$ cat src/coreBus_config.svh
`ifndef CORE_BUS_CONFIG_SVH
`define CORE_BUS_CONFIG_SVH

// width of data words and byte addresses
`define DATA_WIDTH 32

// one strobe per byte lane
`define WSTRB_WIDTH 4

// first instruction address after reset
`define RESET_PC 32'h8000_0000

// depth in words of the behavioral memory
// used by the testbench only
`define MEM_WORDS 256

`endif

$ cat src/coreBusPkg.sv
`include "coreBus_config.svh"

package coreBusPkg;

    // widths with a meaning
    typedef logic [`DATA_WIDTH-1:0]  addrT;
    typedef logic [`DATA_WIDTH-1:0]  wordT;
    typedef logic [`WSTRB_WIDTH-1:0] strbT;

    // signed and unsigned load kinds
    typedef enum logic [2:0] {
        lb,
        lbu,
        lh,
        lhu,
        lw
    } loadKindT;

    // store widths
    typedef enum logic [1:0] {
        byteW,
        halfW,
        wordW
    } accessWidthT;

    typedef enum logic [2:0] {
        lsIdle,
        lsReadAddr,
        lsReadData,
        lsWriteReq,
        lsWriteResp,
        lsDone
    } lsuStateT;

    typedef enum logic [1:0] {
        fIdle,
        fAddr,
        fData
    } fetchStateT;

    // core-side memory request
    typedef struct packed {
        addrT        addr;
        wordT        wdata;
        logic        isWrite;
        accessWidthT width;
        loadKindT    loadKind;
    } dataReqT;

    // AXI read address and read data channels
    typedef struct packed {
        logic arvalid;
        addrT araddr;
    } axiArT;

    typedef struct packed {
        logic rvalid;
        wordT rdata;
        logic rlast;
    } axiRT;

    // write address and write data travel together
    typedef struct packed {
        logic awvalid;
        addrT awaddr;
        logic wvalid;
        wordT wdata;
        strbT wstrb;
        logic wlast;
    } axiAwWT;

    typedef struct packed {
        logic bvalid;
    } axiBT;

endpackage

$ cat src/coreBusUnit.sv
module coreBusUnit (
    input  logic                clock,
    input  logic                arstN,
    input  logic                fetchEn,
    input  logic                redirect,
    input  coreBusPkg::addrT    redirectPc,
    output logic                instValid,
    output coreBusPkg::wordT    inst,
    output coreBusPkg::addrT    instPc,
    input  logic                memReq,
    input  coreBusPkg::dataReqT dataReq,
    output logic                memBusy,
    output logic                memDone,
    output coreBusPkg::wordT    readData,
    output coreBusPkg::axiArT   ar,
    input  logic                arReady,
    input  coreBusPkg::axiRT    r,
    output logic                rReady,
    output coreBusPkg::axiAwWT  awW,
    input  logic                awReady,
    input  logic                wReady,
    input  coreBusPkg::axiBT    b,
    output logic                bReady
);

    logic             fetchReq;
    logic             lsuReq;
    logic             fetchGrant;
    logic             lsuGrant;
    coreBusPkg::addrT fetchAddr;
    coreBusPkg::addrT lsuAddr;
    coreBusPkg::addrT arAddr;
    logic             fetchArvalid;
    logic             lsuArvalid;
    logic             fetchRready;
    logic             lsuRready;

    // each valid is already gated by its grant
    assign ar     = '{arvalid: fetchArvalid | lsuArvalid, araddr: arAddr};
    assign rReady = fetchRready | lsuRready;

    fetchUnit fetch (
        .clock(clock),
        .arstN(arstN),
        .fetchEn(fetchEn),
        .redirect(redirect),
        .redirectPc(redirectPc),
        .fetchGrant(fetchGrant),
        .arReady(arReady),
        .r(r),
        .fetchReq(fetchReq),
        .fetchAddr(fetchAddr),
        .arvalid(fetchArvalid),
        .rready(fetchRready),
        .instValid(instValid),
        .inst(inst),
        .instPc(instPc)
    );

    loadStoreUnit lsu (
        .clock(clock),
        .arstN(arstN),
        .memReq(memReq),
        .dataReq(dataReq),
        .lsuGrant(lsuGrant),
        .arReady(arReady),
        .r(r),
        .awReady(awReady),
        .wReady(wReady),
        .b(b),
        .lsuReq(lsuReq),
        .lsuAddr(lsuAddr),
        .arvalid(lsuArvalid),
        .rready(lsuRready),
        .awW(awW),
        .bReady(bReady),
        .memBusy(memBusy),
        .memDone(memDone),
        .readData(readData)
    );

    readArbiter arbiter (
        .clock(clock),
        .arstN(arstN),
        .fetchReq(fetchReq),
        .lsuReq(lsuReq),
        .fetchAddr(fetchAddr),
        .lsuAddr(lsuAddr),
        .r(r),
        .rReady(rReady),
        .fetchGrant(fetchGrant),
        .lsuGrant(lsuGrant),
        .araddr(arAddr)
    );

endmodule

$ cat src/fetchUnit.sv
`include "coreBus_config.svh"

module fetchUnit (
    input  logic             clock,
    input  logic             arstN,
    input  logic             fetchEn,
    input  logic             redirect,
    input  coreBusPkg::addrT redirectPc,
    input  logic             fetchGrant,
    input  logic             arReady,
    input  coreBusPkg::axiRT r,
    output logic             fetchReq,
    output coreBusPkg::addrT fetchAddr,
    output logic             arvalid,
    output logic             rready,
    output logic             instValid,
    output coreBusPkg::wordT inst,
    output coreBusPkg::addrT instPc
);

    coreBusPkg::fetchStateT state;
    coreBusPkg::addrT       pc;
    coreBusPkg::addrT       pendingPc;
    logic                   pendingRedirect;
    logic                   arDone;
    logic                   rDone;
    logic                   inFlight;
    logic                   squash;
    coreBusPkg::addrT       nextTarget;

    assign fetchReq  = (state == coreBusPkg::fAddr);
    assign fetchAddr = pc;
    assign arvalid   = fetchReq && fetchGrant;
    assign rready    = (state == coreBusPkg::fData);
    assign arDone    = arvalid && arReady;
    assign rDone     = rready && r.rvalid && r.rlast;
    // address already on the bus or data still owed
    assign inFlight  = arvalid || rready;

    // a redirect in the completing cycle beats an older one
    assign squash     = pendingRedirect || redirect;
    assign nextTarget = redirect ? redirectPc : pendingPc;

    always_ff @(posedge clock or negedge arstN) begin
        if (!arstN) begin
            state           <= coreBusPkg::fIdle;
            pc              <= `RESET_PC;
            pendingRedirect <= 1'b0;
            instValid       <= 1'b0;
        end else begin
            instValid <= 1'b0;
            case (state)
                coreBusPkg::fIdle: if (fetchEn) state <= coreBusPkg::fAddr;
                coreBusPkg::fAddr: if (arDone) state <= coreBusPkg::fData;
                coreBusPkg::fData: begin
                    if (rDone) begin
                        state <= fetchEn ? coreBusPkg::fAddr : coreBusPkg::fIdle;
                    end
                end
                default: state <= coreBusPkg::fIdle;
            endcase
            if (rDone) begin
                pendingRedirect <= 1'b0;
                if (squash) begin
                    pc <= nextTarget;
                end else begin
                    pc        <= pc + coreBusPkg::addrT'(4);
                    instValid <= 1'b1;
                end
            end else if (redirect) begin
                // read in flight must finish and its result is dropped
                if (inFlight) pendingRedirect <= 1'b1;
                else pc <= redirectPc;
            end
        end
    end

    always_ff @(posedge clock) begin
        if (redirect) pendingPc <= redirectPc;
        if (rDone) begin
            inst   <= r.rdata;
            instPc <= pc;
        end
    end

endmodule

$ cat src/loadStoreUnit.sv
`include "coreBus_config.svh"

module loadStoreUnit (
    input  logic                clock,
    input  logic                arstN,
    input  logic                memReq,
    input  coreBusPkg::dataReqT dataReq,
    input  logic                lsuGrant,
    input  logic                arReady,
    input  coreBusPkg::axiRT    r,
    input  logic                awReady,
    input  logic                wReady,
    input  coreBusPkg::axiBT    b,
    output logic                lsuReq,
    output coreBusPkg::addrT    lsuAddr,
    output logic                arvalid,
    output logic                rready,
    output coreBusPkg::axiAwWT  awW,
    output logic                bReady,
    output logic                memBusy,
    output logic                memDone,
    output coreBusPkg::wordT    readData
);

    coreBusPkg::lsuStateT state;
    coreBusPkg::dataReqT  req;
    logic                 accept;
    logic                 awDone;
    logic                 wDone;
    logic                 awvalid;
    logic                 wvalid;
    logic                 awFire;
    logic                 wFire;
    logic                 arFire;
    logic                 rFire;
    logic                 bFire;
    logic [4:0]           laneShift;
    coreBusPkg::strbT     widthMask;
    coreBusPkg::wordT     laneData;
    coreBusPkg::wordT     loadValue;

    assign accept  = memReq && (state == coreBusPkg::lsIdle);
    assign memBusy = (state != coreBusPkg::lsIdle);
    assign memDone = (state == coreBusPkg::lsDone);

    // reads and writes both go out word aligned
    assign lsuAddr   = {req.addr[`DATA_WIDTH-1:2], 2'b00};
    assign lsuReq    = (state == coreBusPkg::lsReadAddr);
    assign arvalid   = lsuReq && lsuGrant;
    assign rready    = (state == coreBusPkg::lsReadData);
    assign bReady    = (state == coreBusPkg::lsWriteResp);
    assign laneShift = {req.addr[1:0], 3'b000};

    assign awvalid = (state == coreBusPkg::lsWriteReq) && !awDone;
    assign wvalid  = (state == coreBusPkg::lsWriteReq) && !wDone;
    assign awFire  = awvalid && awReady;
    assign wFire   = wvalid && wReady;
    assign arFire  = arvalid && arReady;
    assign rFire   = rready && r.rvalid && r.rlast;
    assign bFire   = bReady && b.bvalid;

    always_comb begin
        case (req.width)
            coreBusPkg::byteW: widthMask = 4'b0001;
            coreBusPkg::halfW: widthMask = 4'b0011;
            default:           widthMask = 4'b1111;
        endcase
    end

    // data and strobes moved onto the addressed lanes
    assign awW = '{
        awvalid: awvalid,
        awaddr:  lsuAddr,
        wvalid:  wvalid,
        wdata:   req.wdata << laneShift,
        wstrb:   widthMask << req.addr[1:0],
        wlast:   1'b1
    };

    // addressed lane down to bit 0 and then extended
    always_comb begin
        laneData = r.rdata >> laneShift;
        case (req.loadKind)
            coreBusPkg::lb:  loadValue = {{(`DATA_WIDTH-8){laneData[7]}}, laneData[7:0]};
            coreBusPkg::lbu: loadValue = {{(`DATA_WIDTH-8){1'b0}}, laneData[7:0]};
            coreBusPkg::lh:  loadValue = {{(`DATA_WIDTH-16){laneData[15]}}, laneData[15:0]};
            coreBusPkg::lhu: loadValue = {{(`DATA_WIDTH-16){1'b0}}, laneData[15:0]};
            default:         loadValue = laneData;
        endcase
    end

    always_ff @(posedge clock or negedge arstN) begin
        if (!arstN) begin
            state  <= coreBusPkg::lsIdle;
            awDone <= 1'b0;
            wDone  <= 1'b0;
        end else begin
            case (state)
                coreBusPkg::lsIdle: begin
                    if (accept) begin
                        state  <= dataReq.isWrite ? coreBusPkg::lsWriteReq
                                                  : coreBusPkg::lsReadAddr;
                        awDone <= 1'b0;
                        wDone  <= 1'b0;
                    end
                end
                coreBusPkg::lsReadAddr: if (arFire) state <= coreBusPkg::lsReadData;
                coreBusPkg::lsReadData: if (rFire) state <= coreBusPkg::lsDone;
                coreBusPkg::lsWriteReq: begin
                    // aw and w may complete in either order
                    if (awFire) awDone <= 1'b1;
                    if (wFire) wDone <= 1'b1;
                    if ((awDone || awFire) && (wDone || wFire)) begin
                        state <= coreBusPkg::lsWriteResp;
                    end
                end
                coreBusPkg::lsWriteResp: if (bFire) state <= coreBusPkg::lsDone;
                default: state <= coreBusPkg::lsIdle;
            endcase
        end
    end

    always_ff @(posedge clock) begin
        if (accept) req <= dataReq;
        if (rFire) readData <= loadValue;
    end

endmodule

$ cat src/readArbiter.sv
module readArbiter (
    input  logic             clock,
    input  logic             arstN,
    input  logic             fetchReq,
    input  logic             lsuReq,
    input  coreBusPkg::addrT fetchAddr,
    input  coreBusPkg::addrT lsuAddr,
    input  coreBusPkg::axiRT r,
    input  logic             rReady,
    output logic             fetchGrant,
    output logic             lsuGrant,
    output coreBusPkg::addrT araddr
);

    logic locked;
    logic ownerLsu;
    logic rDone;

    assign rDone = r.rvalid && rReady && r.rlast;

    // load/store has priority over fetch on a free bus
    // grant stays with the owner while the bus is locked
    assign lsuGrant   = locked ? ownerLsu : lsuReq;
    assign fetchGrant = locked ? !ownerLsu : (fetchReq && !lsuReq);

    assign araddr = lsuGrant ? lsuAddr : fetchAddr;

    // lock from grant through the r handshake
    always_ff @(posedge clock or negedge arstN) begin
        if (!arstN) begin
            locked   <= 1'b0;
            ownerLsu <= 1'b0;
        end else if (!locked) begin
            if (lsuReq || fetchReq) begin
                locked   <= 1'b1;
                ownerLsu <= lsuReq;
            end
        end else if (rDone) begin
            locked <= 1'b0;
        end
    end

endmodule

$ cat config.mk
export PLATFORM = sky130hd
export DESIGN_NAME = coreBusUnit
export DESIGN_NICKNAME = d
export VERILOG_FILES = /design/src/coreBusPkg.sv /design/src/coreBusUnit.sv /design/src/fetchUnit.sv /design/src/loadStoreUnit.sv /design/src/readArbiter.sv
export VERILOG_INCLUDE_DIRS = /design/src
export SDC_FILE = /design/constraint.sdc
export NUM_CORES = 1
export LEC_CHECK = 0
export BUFFER_PORTS_ARGS = -buffer_cell sky130_fd_sc_hd__buf_2
export CORE_UTILIZATION = 45
export CTS_CLUSTER_DIAMETER = 40
export DETAILED_ROUTE_END_ITERATION = 10
export PLACE_DENSITY = 0.72
export REMOVE_ABC_BUFFERS = 1
export SYNTH_ARGS = -nofsm -noshare
export SYNTH_HDL_FRONTEND = slang
export SYNTH_SLANG_ARGS = --single-unit
$ cat constraint.sdc
create_clock -name clock -period 8 [get_ports clock]
set_input_delay 0 -clock clock [delete_from_list [all_inputs] [get_ports clock]]
set_output_delay 0 -clock clock [all_outputs]
set_load 0.005 [all_outputs]
### Word level (Yosys, flattened, before mapping)

Index checks and enable logic that the tools add are counted.
W data, S select, Z words.

* logic and storage cells: 123
* output and inout bits: 205
* input bits: 145
* register bits after elaboration: 240

* muxes and demuxes: 35
* shift operators: 3
* eq/ne operators: 22
* bitwise operators: 3
* add/subtract/negate cells: 1
* reduce and logical (&&, ||, !) cells: 42

Operator list (count)
* $mux W32: 6
* $pmux W32 S4: 1
* $add A32 B3 Y32 const B: 1
* $shl A32 B5 Y32: 1
* $shr A32 B5 Y32: 1
* $logic_and A1 B1 Y1: 18
* $mux W3: 5
* $pmux W3 S5: 1
* $mux W1: 14
* $ne A2 B2 Y1 const B: 7
* $eq A3 B2 Y1 const B: 4
* $reduce_and A3 Y1: 3
* $mux W2: 4
* $ne A2 B1 Y1 const B: 4
* $pmux W4 S2: 1
* $eq A3 B1 Y1 const B: 2
* $eq A3 B3 Y1 const B: 2
* $logic_not A3 Y1: 2
* $pmux W2 S3: 1
* $reduce_and A2 Y1: 3
* $reduce_bool A2 Y1: 3
* $logic_or A1 B1 Y1: 5
* $reduce_and A5 Y1: 1
* $eq A2 B1 Y1 const B: 2
* other kinds (8): 14

### Longest topological paths before layout

Gate-level depths: netlist (run 1).

* depth after elaboration: 9
* gate-level depth with buffers: 8
* depth with buffers taken out: 7

### Hierarchy

From an unflattened synthesis (run 1), not the netlist that was laid out.

* cells, all modules: 891
* area, all modules: 11219.5 µm²

By module, submodules not included
* fetchUnit: seq. area each 3464.6 µm², area each 5516.5 µm², cells each 431, instances 1
* loadStoreUnit: seq. area each 3158.0 µm², area each 5064.9 µm², cells each 412, instances 1
* readArbiter: seq. area each 50.0 µm², area each 625.6 µm², cells each 46, instances 1
* coreBusUnit: seq. area each 0.0 µm², area each 12.5 µm², cells each 2, instances 1

### Worst setup path after synthesis (run 1)

No wires, ideal clock.

* kind: reg2reg
* start point: register lsu.state[0]
* end point: register lsu.req (netlist bit lsu.awW[40]) (enable)
* setup time: 0.581 ns
* data required time: 7.419 ns
* slack: 2.049 ns
* data arrival time: 5.370 ns
* cell stages (with the launch flop): 3
* period minus slack after synthesis: 5.951 ns
* buffers on the path: 1
* path through: dfrtp_1 clkbuf_1 nor3_1

* word-level cells in the longest chain between the ends: 2

RTL lines
* start: declaration: RTL line loadStoreUnit.sv:25 `coreBusPkg::lsuStateT state;`
* start signal: assignment: RTL line loadStoreUnit.sv:94 `state <= coreBusPkg::lsIdle;`
* start signal: assignment: RTL line loadStoreUnit.sv:101 `state <= dataReq.isWrite ? coreBusPkg::lsWriteReq`
* start signal: assignment: RTL line loadStoreUnit.sv:107 `coreBusPkg::lsReadAddr: if (arFire) state <= coreBusPkg::lsReadData;`
* $logic_not A3 Y1: RTL line loadStoreUnit.sv:42 `assign accept = memReq && (state == coreBusPkg::lsIdle);`
* $logic_and A1 B1 Y1: RTL line loadStoreUnit.sv:42
* via lsu.accept: RTL line loadStoreUnit.sv:27 `logic accept;`
* end signal: assignment: RTL line loadStoreUnit.sv:124 `if (accept) req <= dataReq;`
* end: declaration: RTL line loadStoreUnit.sv:26 `coreBusPkg::dataReqT req;`

The timed path passes the listed nets, and every way through them passes these cells.
A chain may end at the register's enable or synchronous reset.

### Worst setup path in the final report (run 1)

* start point: register fetch.state[1]
* end point: register fetch.pc[13], in the netlist fetch.fetchAddr[13]

* word-level cells in the longest chain between the ends: 7
* elaborated cells on any way between the ends: 12
* classes of those cells: eq/ne (3); mux (2); reduce/logical (7)

RTL lines
* start: declaration: RTL line fetchUnit.sv:21 `coreBusPkg::fetchStateT state;`
* start signal: assignment: RTL line fetchUnit.sv:46 `state <= coreBusPkg::fIdle;`
* start signal: assignment: RTL line fetchUnit.sv:53 `coreBusPkg::fIdle: if (fetchEn) state <= coreBusPkg::fAddr;`
* start signal: assignment: RTL line fetchUnit.sv:54 `coreBusPkg::fAddr: if (arDone) state <= coreBusPkg::fData;`
* $eq A2 B1 Y1: RTL line fetchUnit.sv:31 `assign fetchReq = (state == coreBusPkg::fAddr);`
* $logic_and A1 B1 Y1: RTL line readArbiter.sv:24 `assign fetchGrant = locked ? !ownerLsu : (fetchReq && !lsuReq);`
* $mux W1: RTL line readArbiter.sv:24
* $logic_and A1 B1 Y1: RTL line fetchUnit.sv:33 `assign arvalid = fetchReq && fetchGrant;`
* $logic_or A1 B1 Y1: RTL line fetchUnit.sv:38 `assign inFlight = arvalid || rready;`
* $ne A2 B1 Y1 (no line)
* $reduce_and A2 Y1 (no line)
* end signal: assignment: RTL line fetchUnit.sv:47 `` pc <= `RESET_PC; ``
* end signal: assignment: RTL line fetchUnit.sv:65 `pc <= nextTarget;`
* end signal: assignment: RTL line fetchUnit.sv:67 `pc <= pc + coreBusPkg::addrT'(4);`
* end: declaration: RTL line fetchUnit.sv:22 `coreBusPkg::addrT pc;`

Parallel ways exist; a longest one is shown, timed or not.

==> summary.md, run 1 <==
Measured along the x axis, the die boundary spans 158 µm. VDD sags by at most 216 µV. Setup repair after global routing left no endpoint under its margin. The tree is rooted in a clkbuf_16. The run finished with clean final reports. After synthesis the netlist holds a flip-flop and latch count of 240.

Cell taking the most area after synthesis: edfxtp_1. Count of different cell masters after synthesis: 76. The run gives 9286 as the via count of the first global-routing pass. Global routing finished with a remaining overflow of 0. The maximum operating frequency is 293 MHz, and the worst-skew pair later-pin latency is 0.51 ns. The main flop type after synthesis was edfxtp_1.

In the global route stage, overall resource usage came out at 26.3%. The number of flops mapped to enable cells by yosys was 165. Data on the critical path is required at its endpoint by 8.44 ns. The flip-flop and latch area is 6670 µm². The max-slew violation count was 0; the total die area was 24800 µm².

The clock drives 240 sinks. For the DRC violation count after routing, the log shows 0. For the number of antenna violations at the first check in global routing, the log shows 0. Row generation in the floorplan step produced 56 rows. Once detailed placement completed, the half-perimeter wirelength came to 20600 µm. The top-level port count was 350. The count of cells in the finished layout, fillers not included, comes to 1742. OpenSTA, run right after detailed placement, puts the worst setup slack at 4.61 ns.

In the post-route analysis, the smallest setup slack over all paths is 4.58 ns. Dividing the detail-routed wire length by the instance count gives 19.3 µm. Setup total negative slack on the finished layout was measured at 0 ns. STA puts the critical path data arrival time at 3.85 ns.

The number of antenna diodes in the final layout is 0. Walking the worst path, the cells encountered are nand4b_4 > inv_4 > nand2_1 > inv_2 > nand3b_1 > a31oi_2 > a21o_1. The share of the yosys chip area belonging to registers was 61.3%; the routed wire length was 33600 µm.

Entering global routing, the biggest net connects 70 pins. The floorplan step set the die height to 158 µm. After synthesis, the largest area contributor takes up 45.5% of total cell area. Across the run, the number of max-cap violations was 0. The commonest cells after synthesis are 165 x edfxtp_1, 157 x nand2_1, 63 x nor2_1. For this configuration, the core starts out at a cell density of 46.1%. The number of cells on the worst hold path came out at 5. The number of failing setup endpoints in the final timing report is 0. For this design the static power due to leakage is 6.51 nW.

By instance count, the leading cell after synthesis is edfxtp_1. The area taken by multi-input logic gates was 3670 µm²; the DRC marker count from the first detailed-route iteration was 697. At the end of the flow, the number of nets in the layout was 1540.

The post-synthesis cell count is 940, and the maximum fanout count along the critical path is 43. The worst path needs 3.42 ns of the cycle, external delays included. Slowest library cell on the worst path: inv_4. Relative to the synthesized area, the layout overhead comes to 40.5%. Delay of the slowest critical-path stage: 0.67 ns. The count of vias placed by the detailed router is 9299, and the worst hold margin is 0.0432 ns. Counting along the longest clock path gives a buffer depth of 3. Path class of the lowest-slack min-delay path: input port to register. The count of nets left with antenna violations once routing finished came out at 0. The placeable core region came out at 23600 µm². For this run, the share of the core covered by cells in the final layout is 64.8%.

Of the cells placed in the final design, the portion with a size suffix greater than 1 is 33.7%. The slew at the pin with the worst max-slew slack is 1.08 ns. The type of element launching the critical path was a register. The maximum level of the CTS H-tree came out at 2. The synthesized cell area was 10900 µm². The post-cts sizing count was 0; the cell depth of the worst flop-to-flop path was 7. The synthesized area divided by synthesized cell count came out at 11.6 µm². Buffers placed on the I/O ports in this run total 346. Measured against its own limit, the worst slew margin works out to 27.9%.

Using the TritonRoute via totals, the vias-per-cell ratio works out to 5.34. Including well taps, the total number of placed cells is 1529. The final worst-path cycle share came out at 42.7%.

The routability congestion estimate is 0.843. The setup path with the least slack is of type register to register. The total of warnings raised by yosys was 0. The detailed-routing iteration count for the pre-antenna-repair pass is 5, and the clock slew seen by the registers of the worst setup and hold paths is 0.05 ns. Worst setup skew after layout: 0.0260 ns.

For this run, asynchronously set or reset flops after synthesis account for 17.9%. The number of failing hold endpoints at the final stage is 0. The layout has 1788 filler cells. The wire length of the first global-routing pass is 50000 µm.

For this design the ratio of total power to cell area is 307 nW/µm². STA classifies the critical path endpoint as a register. The number of clock buffers added by TritonCTS is 37. TritonCTS built the clock tree.

Ranked by total cell area, the synthesized netlist is headed by edfxtp_1 46%, dfrtp_1 9.7%, dfxtp_1 5.9%.
what timing repair did:
action | 4_1_cts | 5_1_grt
setup buffers | 0 | 0
hold buffers | 145 | 0
endpoints found under the hold margin | 245 | 0
final cells by class:
cell class	count	area share, %
tap	319	2.61
clock buffer	45	6.80
timing repair buffer	501	21.3
sequential	240	43.6
clock inverter	23	1.42
multi-input combinational	603	24.0
inverter	11	0.286
sequential cells by signal, summed over array words and instances (netlist names):
register,cells
lsu.req,37
fetch.instPc,32
fetch.state,2
lsu.readData,32
lsu.laneShift,2
lsu.state,3
arbiter.locked,1
lsu.awW,30
fetch.fetchAddr,32
fetch.inst,32
fetch.pendingRedirect,1
lsu.wDone,1
fetch.pendingPc,32
arbiter.ownerLsu,1
lsu.awDone,1
fetch.instValid,1
stage by stage:
stage	area [µm²]	power, mW
3_3_place_gp	12600	2.99
5_1_grt	15300	4.94
2_1_floorplan	10400	2.47
4_1_cts	15300	4.70
6_report	15300	4.70
3_5_place_dp	12600	3.02
final timing paths:
kind | startpoint | slack (ns) | endpoint
worst max-delay path | fetch.state[1]$_DFFE_PN0P_ | 4.58 | fetch.fetchAddr[13]$_DFFE_PN0P_
worst min-delay path | dataReq[5] | 0.04 | lsu.state[1]$_DFFE_PN0P_
worst max register to register | fetch.state[1]$_DFFE_PN0P_ | 4.58 | fetch.fetchAddr[13]$_DFFE_PN0P_
worst min register to register | fetch.fetchAddr[0]$_DFFE_PN0P_ | 0.44 | fetch.instPc[0]$_DFFE_PP_
max in group asynchronous | arstN | 7.07 | fetch.fetchAddr[24]$_DFFE_PN0P_
min in group asynchronous | arstN | 0.25 | fetch.fetchAddr[2]$_DFFE_PN0P_
placed cells by master, fill, tap and decap left out, drive strengths merged, types with 3 or more instances in the layout:
master         n
nand2        157
xnor2          3
nand4         13
a22o           3
a31o           3
or2            3
dlygate4sd3  145
nand2b         5
nor3          14
mux2i         39
o22ai          6
a221o          5
clkinv        11
nor2          63
xor2           3
conb           3
nor2b         18
and3           6
a211oi        25
a21o           6
nand3         21
or3            6
nand3b         4
inv           16
a31oi          8
dfrtp         42
and2          12
edfxtp       165
nor4           4
clkbuf        45
clkinvlp       5
dfxtp         32
mux2          32
a21oi         52
a21boi         3
o21ai         57
buf          356
metal layers:
metal | wire length [µm] | track usage [%] | vias to the layer above
met5 | 0 | 0 | -
met4 | 1230 | 11.1 | 0
met3 | 2680 | 6.28 | 83
met2 | 16600 | 46.3 | 445
met1 | 13100 | 30.6 | 4458
li1 | - | - | 4313
where the power goes:
group          total (mW)  internal, mW  leakage [nW]  switching (mW)
clock network        1.60          1.00         0.606           0.598
registers            1.84          1.59          2.27           0.253
logic                1.25         0.535          3.63           0.718
total                4.70          3.13          6.51            1.57
kinds of logic (layout without fill, tap and decap cells):
logic type,Yosys count,after routing,share of synthesized area (%)
compound gates,191,191,11.4
xor+xnor,6,6,0.483
fa+ha+maj,1,1,0.115
buf+inv,98,580,5.14
flops,240,240,61.3
mux,71,71,6.89
other cells,2,3,0.0690
simple gates,331,331,14.6
worst max-delay path, delay by kind of cell (launching register included):
| family | cells | cell delay, ns |
|---|---|---|
| AO/OA/AOI/OAI | 2 | 0.30 |
| buffers and inverters | 2 | 1.17 |
| flip-flops | 1 | 0.47 |
| AND/OR/NAND/NOR | 3 | 1.35 |
(Power assumes the default switching activity.)
==> run 2: changes to the inputs <==
--- a/config.mk
+++ b/config.mk
@@ -10,7 +10,7 @@
 export CORE_UTILIZATION = 45
 export CTS_CLUSTER_DIAMETER = 40
 export DETAILED_ROUTE_END_ITERATION = 10
-export PLACE_DENSITY = 0.72
+export PLACE_DENSITY = 0.75
 export REMOVE_ABC_BUFFERS = 1
 export SYNTH_ARGS = -nofsm -noshare
 export SYNTH_HDL_FRONTEND = slang
==> constraint.sdc (replaced) <==
create_clock -name clock -period 2.8 [get_ports clock]
set_input_delay 0 -clock clock [delete_from_list [all_inputs] [get_ports clock]]
set_output_delay 0 -clock clock [all_outputs]
set_load 0.005 [all_outputs]
==> summary.md, run 2 (synthesis results as in run 1) <==
The clock sink count was 240 (unchanged); the fraction of layout instances using a drive strength above 1 was 33.5% (was 33.7%). The maximum operating frequency was 374 MHz (was 293 MHz); the maximum number of pins on one net before global-route repair was 59 (was 70). The most frequent standard cell in the layout excluding fill and tap cells was buf_2 (unchanged). The power density normalized to cell area works out to 882 nW/µm² (was 307 nW/µm²). The run gives 5 (unchanged) as the detailed-routing iteration count for the pre-antenna-repair pass. The area growth from synthesis to layout is 41.2% (was 40.5%), and the maximum count of clock buffers along a single path is 3 (unchanged). The tools report the area taken by multi-input logic gates as 3670 µm² (unchanged). Total design power: 13.6 mW (was 4.70 mW). The global-route congestion overflow total is 0 (unchanged), and the number of antenna violations at the first check in global routing is 1 (was 0).

The logs give 56 (unchanged) for the floorplan row count and 37 (unchanged) for the number of buffers created by CTS. The tools report the routed wire length as 35300 µm (was 33600 µm). The register bank with the most flops was lsu.req (unchanged). The tools report the number of failing hold endpoints at the final stage as 0 (unchanged). The tools report the data arrival time of the critical path as 3.11 ns (was 3.85 ns).

The classification of the worst setup path was register to register (unchanged). The die outline height came out at 158 µm (unchanged). Clock slew seen by the registers of the worst setup and hold paths: 0.05 ns (about the same). The path class of the lowest-slack min-delay path is input port to register (unchanged).

The count of nets left with antenna violations after detail routing came out at 0 (unchanged). The average wire per standard cell came out at 20.2 µm (was 19.3 µm). Most frequent cells in the layout: 346 x buf_2, 165 x edfxtp_1, 157 x nand2_1 (unchanged). Root buffer cell: clkbuf_16 (unchanged). The die width was 158 µm (unchanged). The flip-flop and latch area is 6670 µm² (unchanged). The family with the most delay on the worst path is simple AND/OR/NAND/NOR gates (unchanged). The run finished with clean final reports. The required time of the critical path is 3.23 ns (was 8.44 ns). Count of fill cells added during filler insertion: 1707 (was 1788).

The wire length of the first global-routing pass is 52500 µm (was 50000 µm). Final worst-path cycle share: 95.6% (was 42.7%). Number of failing setup endpoints in the final timing report: 0 (unchanged). The logs give 9630 (was 9299) for the count of vias placed by the detailed router and 0 (unchanged) for the post-CTS setup-driven buffer insertion count.

The initial cell density of the core was 46.1% (unchanged); the maximum VDD drop was 552 µV (was 216 µV). The placeable core region came out at 23600 µm² (unchanged). The DRC marker count from the first detailed-route iteration is 825 (was 697). The detailed placer's ending HPWL is 21500 µm (was 20600 µm), and the maximum level of the CTS H-tree is 2 (unchanged).

For the total track usage, the log shows 27.8% (was 26.3%). The logs give 0 (unchanged) for the max-slew violation count and 0 (unchanged) for the DRC violation count after routing. Setup repair after global routing could not meet its margin everywhere. Number of flip-flops under the largest register name: 37 (unchanged). The run gives 9561 (was 9286) as the via count of the first global-routing pass. The combined buffer and inverter count along the critical path was 2 (unchanged); the share of the core filled with cells in the final layout was 65.1% (was 64.8%).

The tools report the total negative slack for setup checks as 0 ns (unchanged). The run gives 0.837 (was 0.843) as the routability congestion estimate. Slowest library cell on the worst path: nor2_2 (was inv_4). The number of buffers inserted by port buffering works out to 346 (unchanged).

TritonCTS built the clock tree. The maximum fanout count along the critical path is 17 (was 43). The tools report the number of maximum-capacitance constraint violations as 0 (unchanged). The net count reported at finish is 1547 (was 1540), and the delay of the slowest critical-path stage is 0.66 ns (was 0.67 ns). The worst setup skew after layout is 0.0215 ns (was 0.0260 ns), and the worst-skew pair later-pin latency is 0.52 ns (was 0.51 ns). The final critical-path required period is 2.68 ns (was 3.42 ns).

The type of element launching the critical path is a register (unchanged). The remaining max-slew budget at the tightest pin is 29.5% (was 27.9%). CP cell instances: and2_0 > nor2_2 > buf_4 > nand2_1 > o22ai_1 > dlygate4sd3_1 (was nand4b_4 > inv_4 > nand2_1 > inv_2 > nand3b_1 > a31oi_2 > a21o_1).

The number of vias per cell after detailed routing works out to 5.50 (was 5.34). The top-level port count was 350 (unchanged). The leakage power figure was 6.54 nW (was 6.51 nW). The critical path capture point type is a register (unchanged).

The slew at the pin with the worst max-slew slack works out to 1.06 ns (was 1.08 ns). The total die area was 24800 µm² (unchanged).
==> run 2: cell count changes in the layout (fill, tap and decap cells not counted) <==
cell        before  now
clkinv_1         1    8
buf_4           10   14
clkinv_4         6    2
buf_12           0    2
bufinv_16        2    4
clkbuf_16       40   38
clkbuf_8         2    0
diode_2          0    2
buf_6            0    1
clkinv_16        0    1
clkinvlp_4       5    4
inv_6            3    2
==> run 2: per-layer routing <==
metal  vias up  track usage (%)  part of all wire (%)  routed length (µm)
met1      4610             31.8                    37               13100
met4         0             14.4                   4.4                1560
met3       122             6.36                   8.6                3040
met5         -                0                     0                   0
met2       580             48.5                    50               17700
li1       4318                -                     -                   -
==> run 2: worst paths after layout <==
path / from / to / slack [ns] / depth (start not counted)
worst max-delay path: arbiter.locked$_DFF_PN0_ / fetch.state[1]$_DFFE_PN0P_ / 0.12 / 6
worst min-delay path: memReq / lsu.state[0]$_DFFE_PN0P_ / 0.08 / 5
worst max register to register: arbiter.locked$_DFF_PN0_ / fetch.state[1]$_DFFE_PN0P_ / 0.12 / 6
worst min register to register: fetch.fetchAddr[1]$_DFFE_PN0P_ / fetch.instPc[1]$_DFFE_PP_ / 0.45 / 0
max in group asynchronous: arstN / fetch.pendingRedirect$_DFFE_PN0P_ / 1.92 / 2
min in group asynchronous: arstN / fetch.fetchAddr[2]$_DFFE_PN0P_ / 0.23 / 2
==> run 2: cell type report <==
class	instances	area share (%)
Antenna cell	2	0.0326
Timing Repair Buffer	508	21.7
Clock inverter	27	1.84
Multi-Input combinational cell	603	23.9
Clock buffer	41	6.26
Inverter	11	0.285
Tap cell	319	2.60
Sequential cell	240	43.4
==> run 2: worst register-to-register path, cell delays in order, from the launching register on <==
cell,delay [ns]
dfrtp_1,0.44
and2_0,0.31
nor2_2,0.66
buf_4,0.37
nand2_1,0.08
o22ai_1,0.15
dlygate4sd3_1,0.58
==> run 2: power breakdown <==
group	internal (mW)	leakage [nW]	total (mW)	switching [mW]
sequential	4.54	2.27	5.27	0.736
combinational	1.58	3.67	3.69	2.12
clock	2.88	0.596	4.59	1.71
total	8.99	6.54	13.6	4.57
==> run 2: stage by stage <==
step,cells,cell area (µm²),hold WS [ns],setup slack (ns)
final,1751,15400,0.0849,0.124
after global routing,1750,15400,0.101,-0.0545
after CTS,1749,15400,0.0435,0.139
after detailed placement,1536,12700,0.178,0.562
after global placement,1536,12700,0.176,0.633
after floorplan,854,10400,-0.296,-3.10
==> run 2: what timing repair did <==
item / 4_1_cts / 5_1_grt
resized for setup: 0 / 1
hold endpoints to repair: 246 / 0
setup endpoints to repair: 0 / 7
hold buffers: 145 / 0
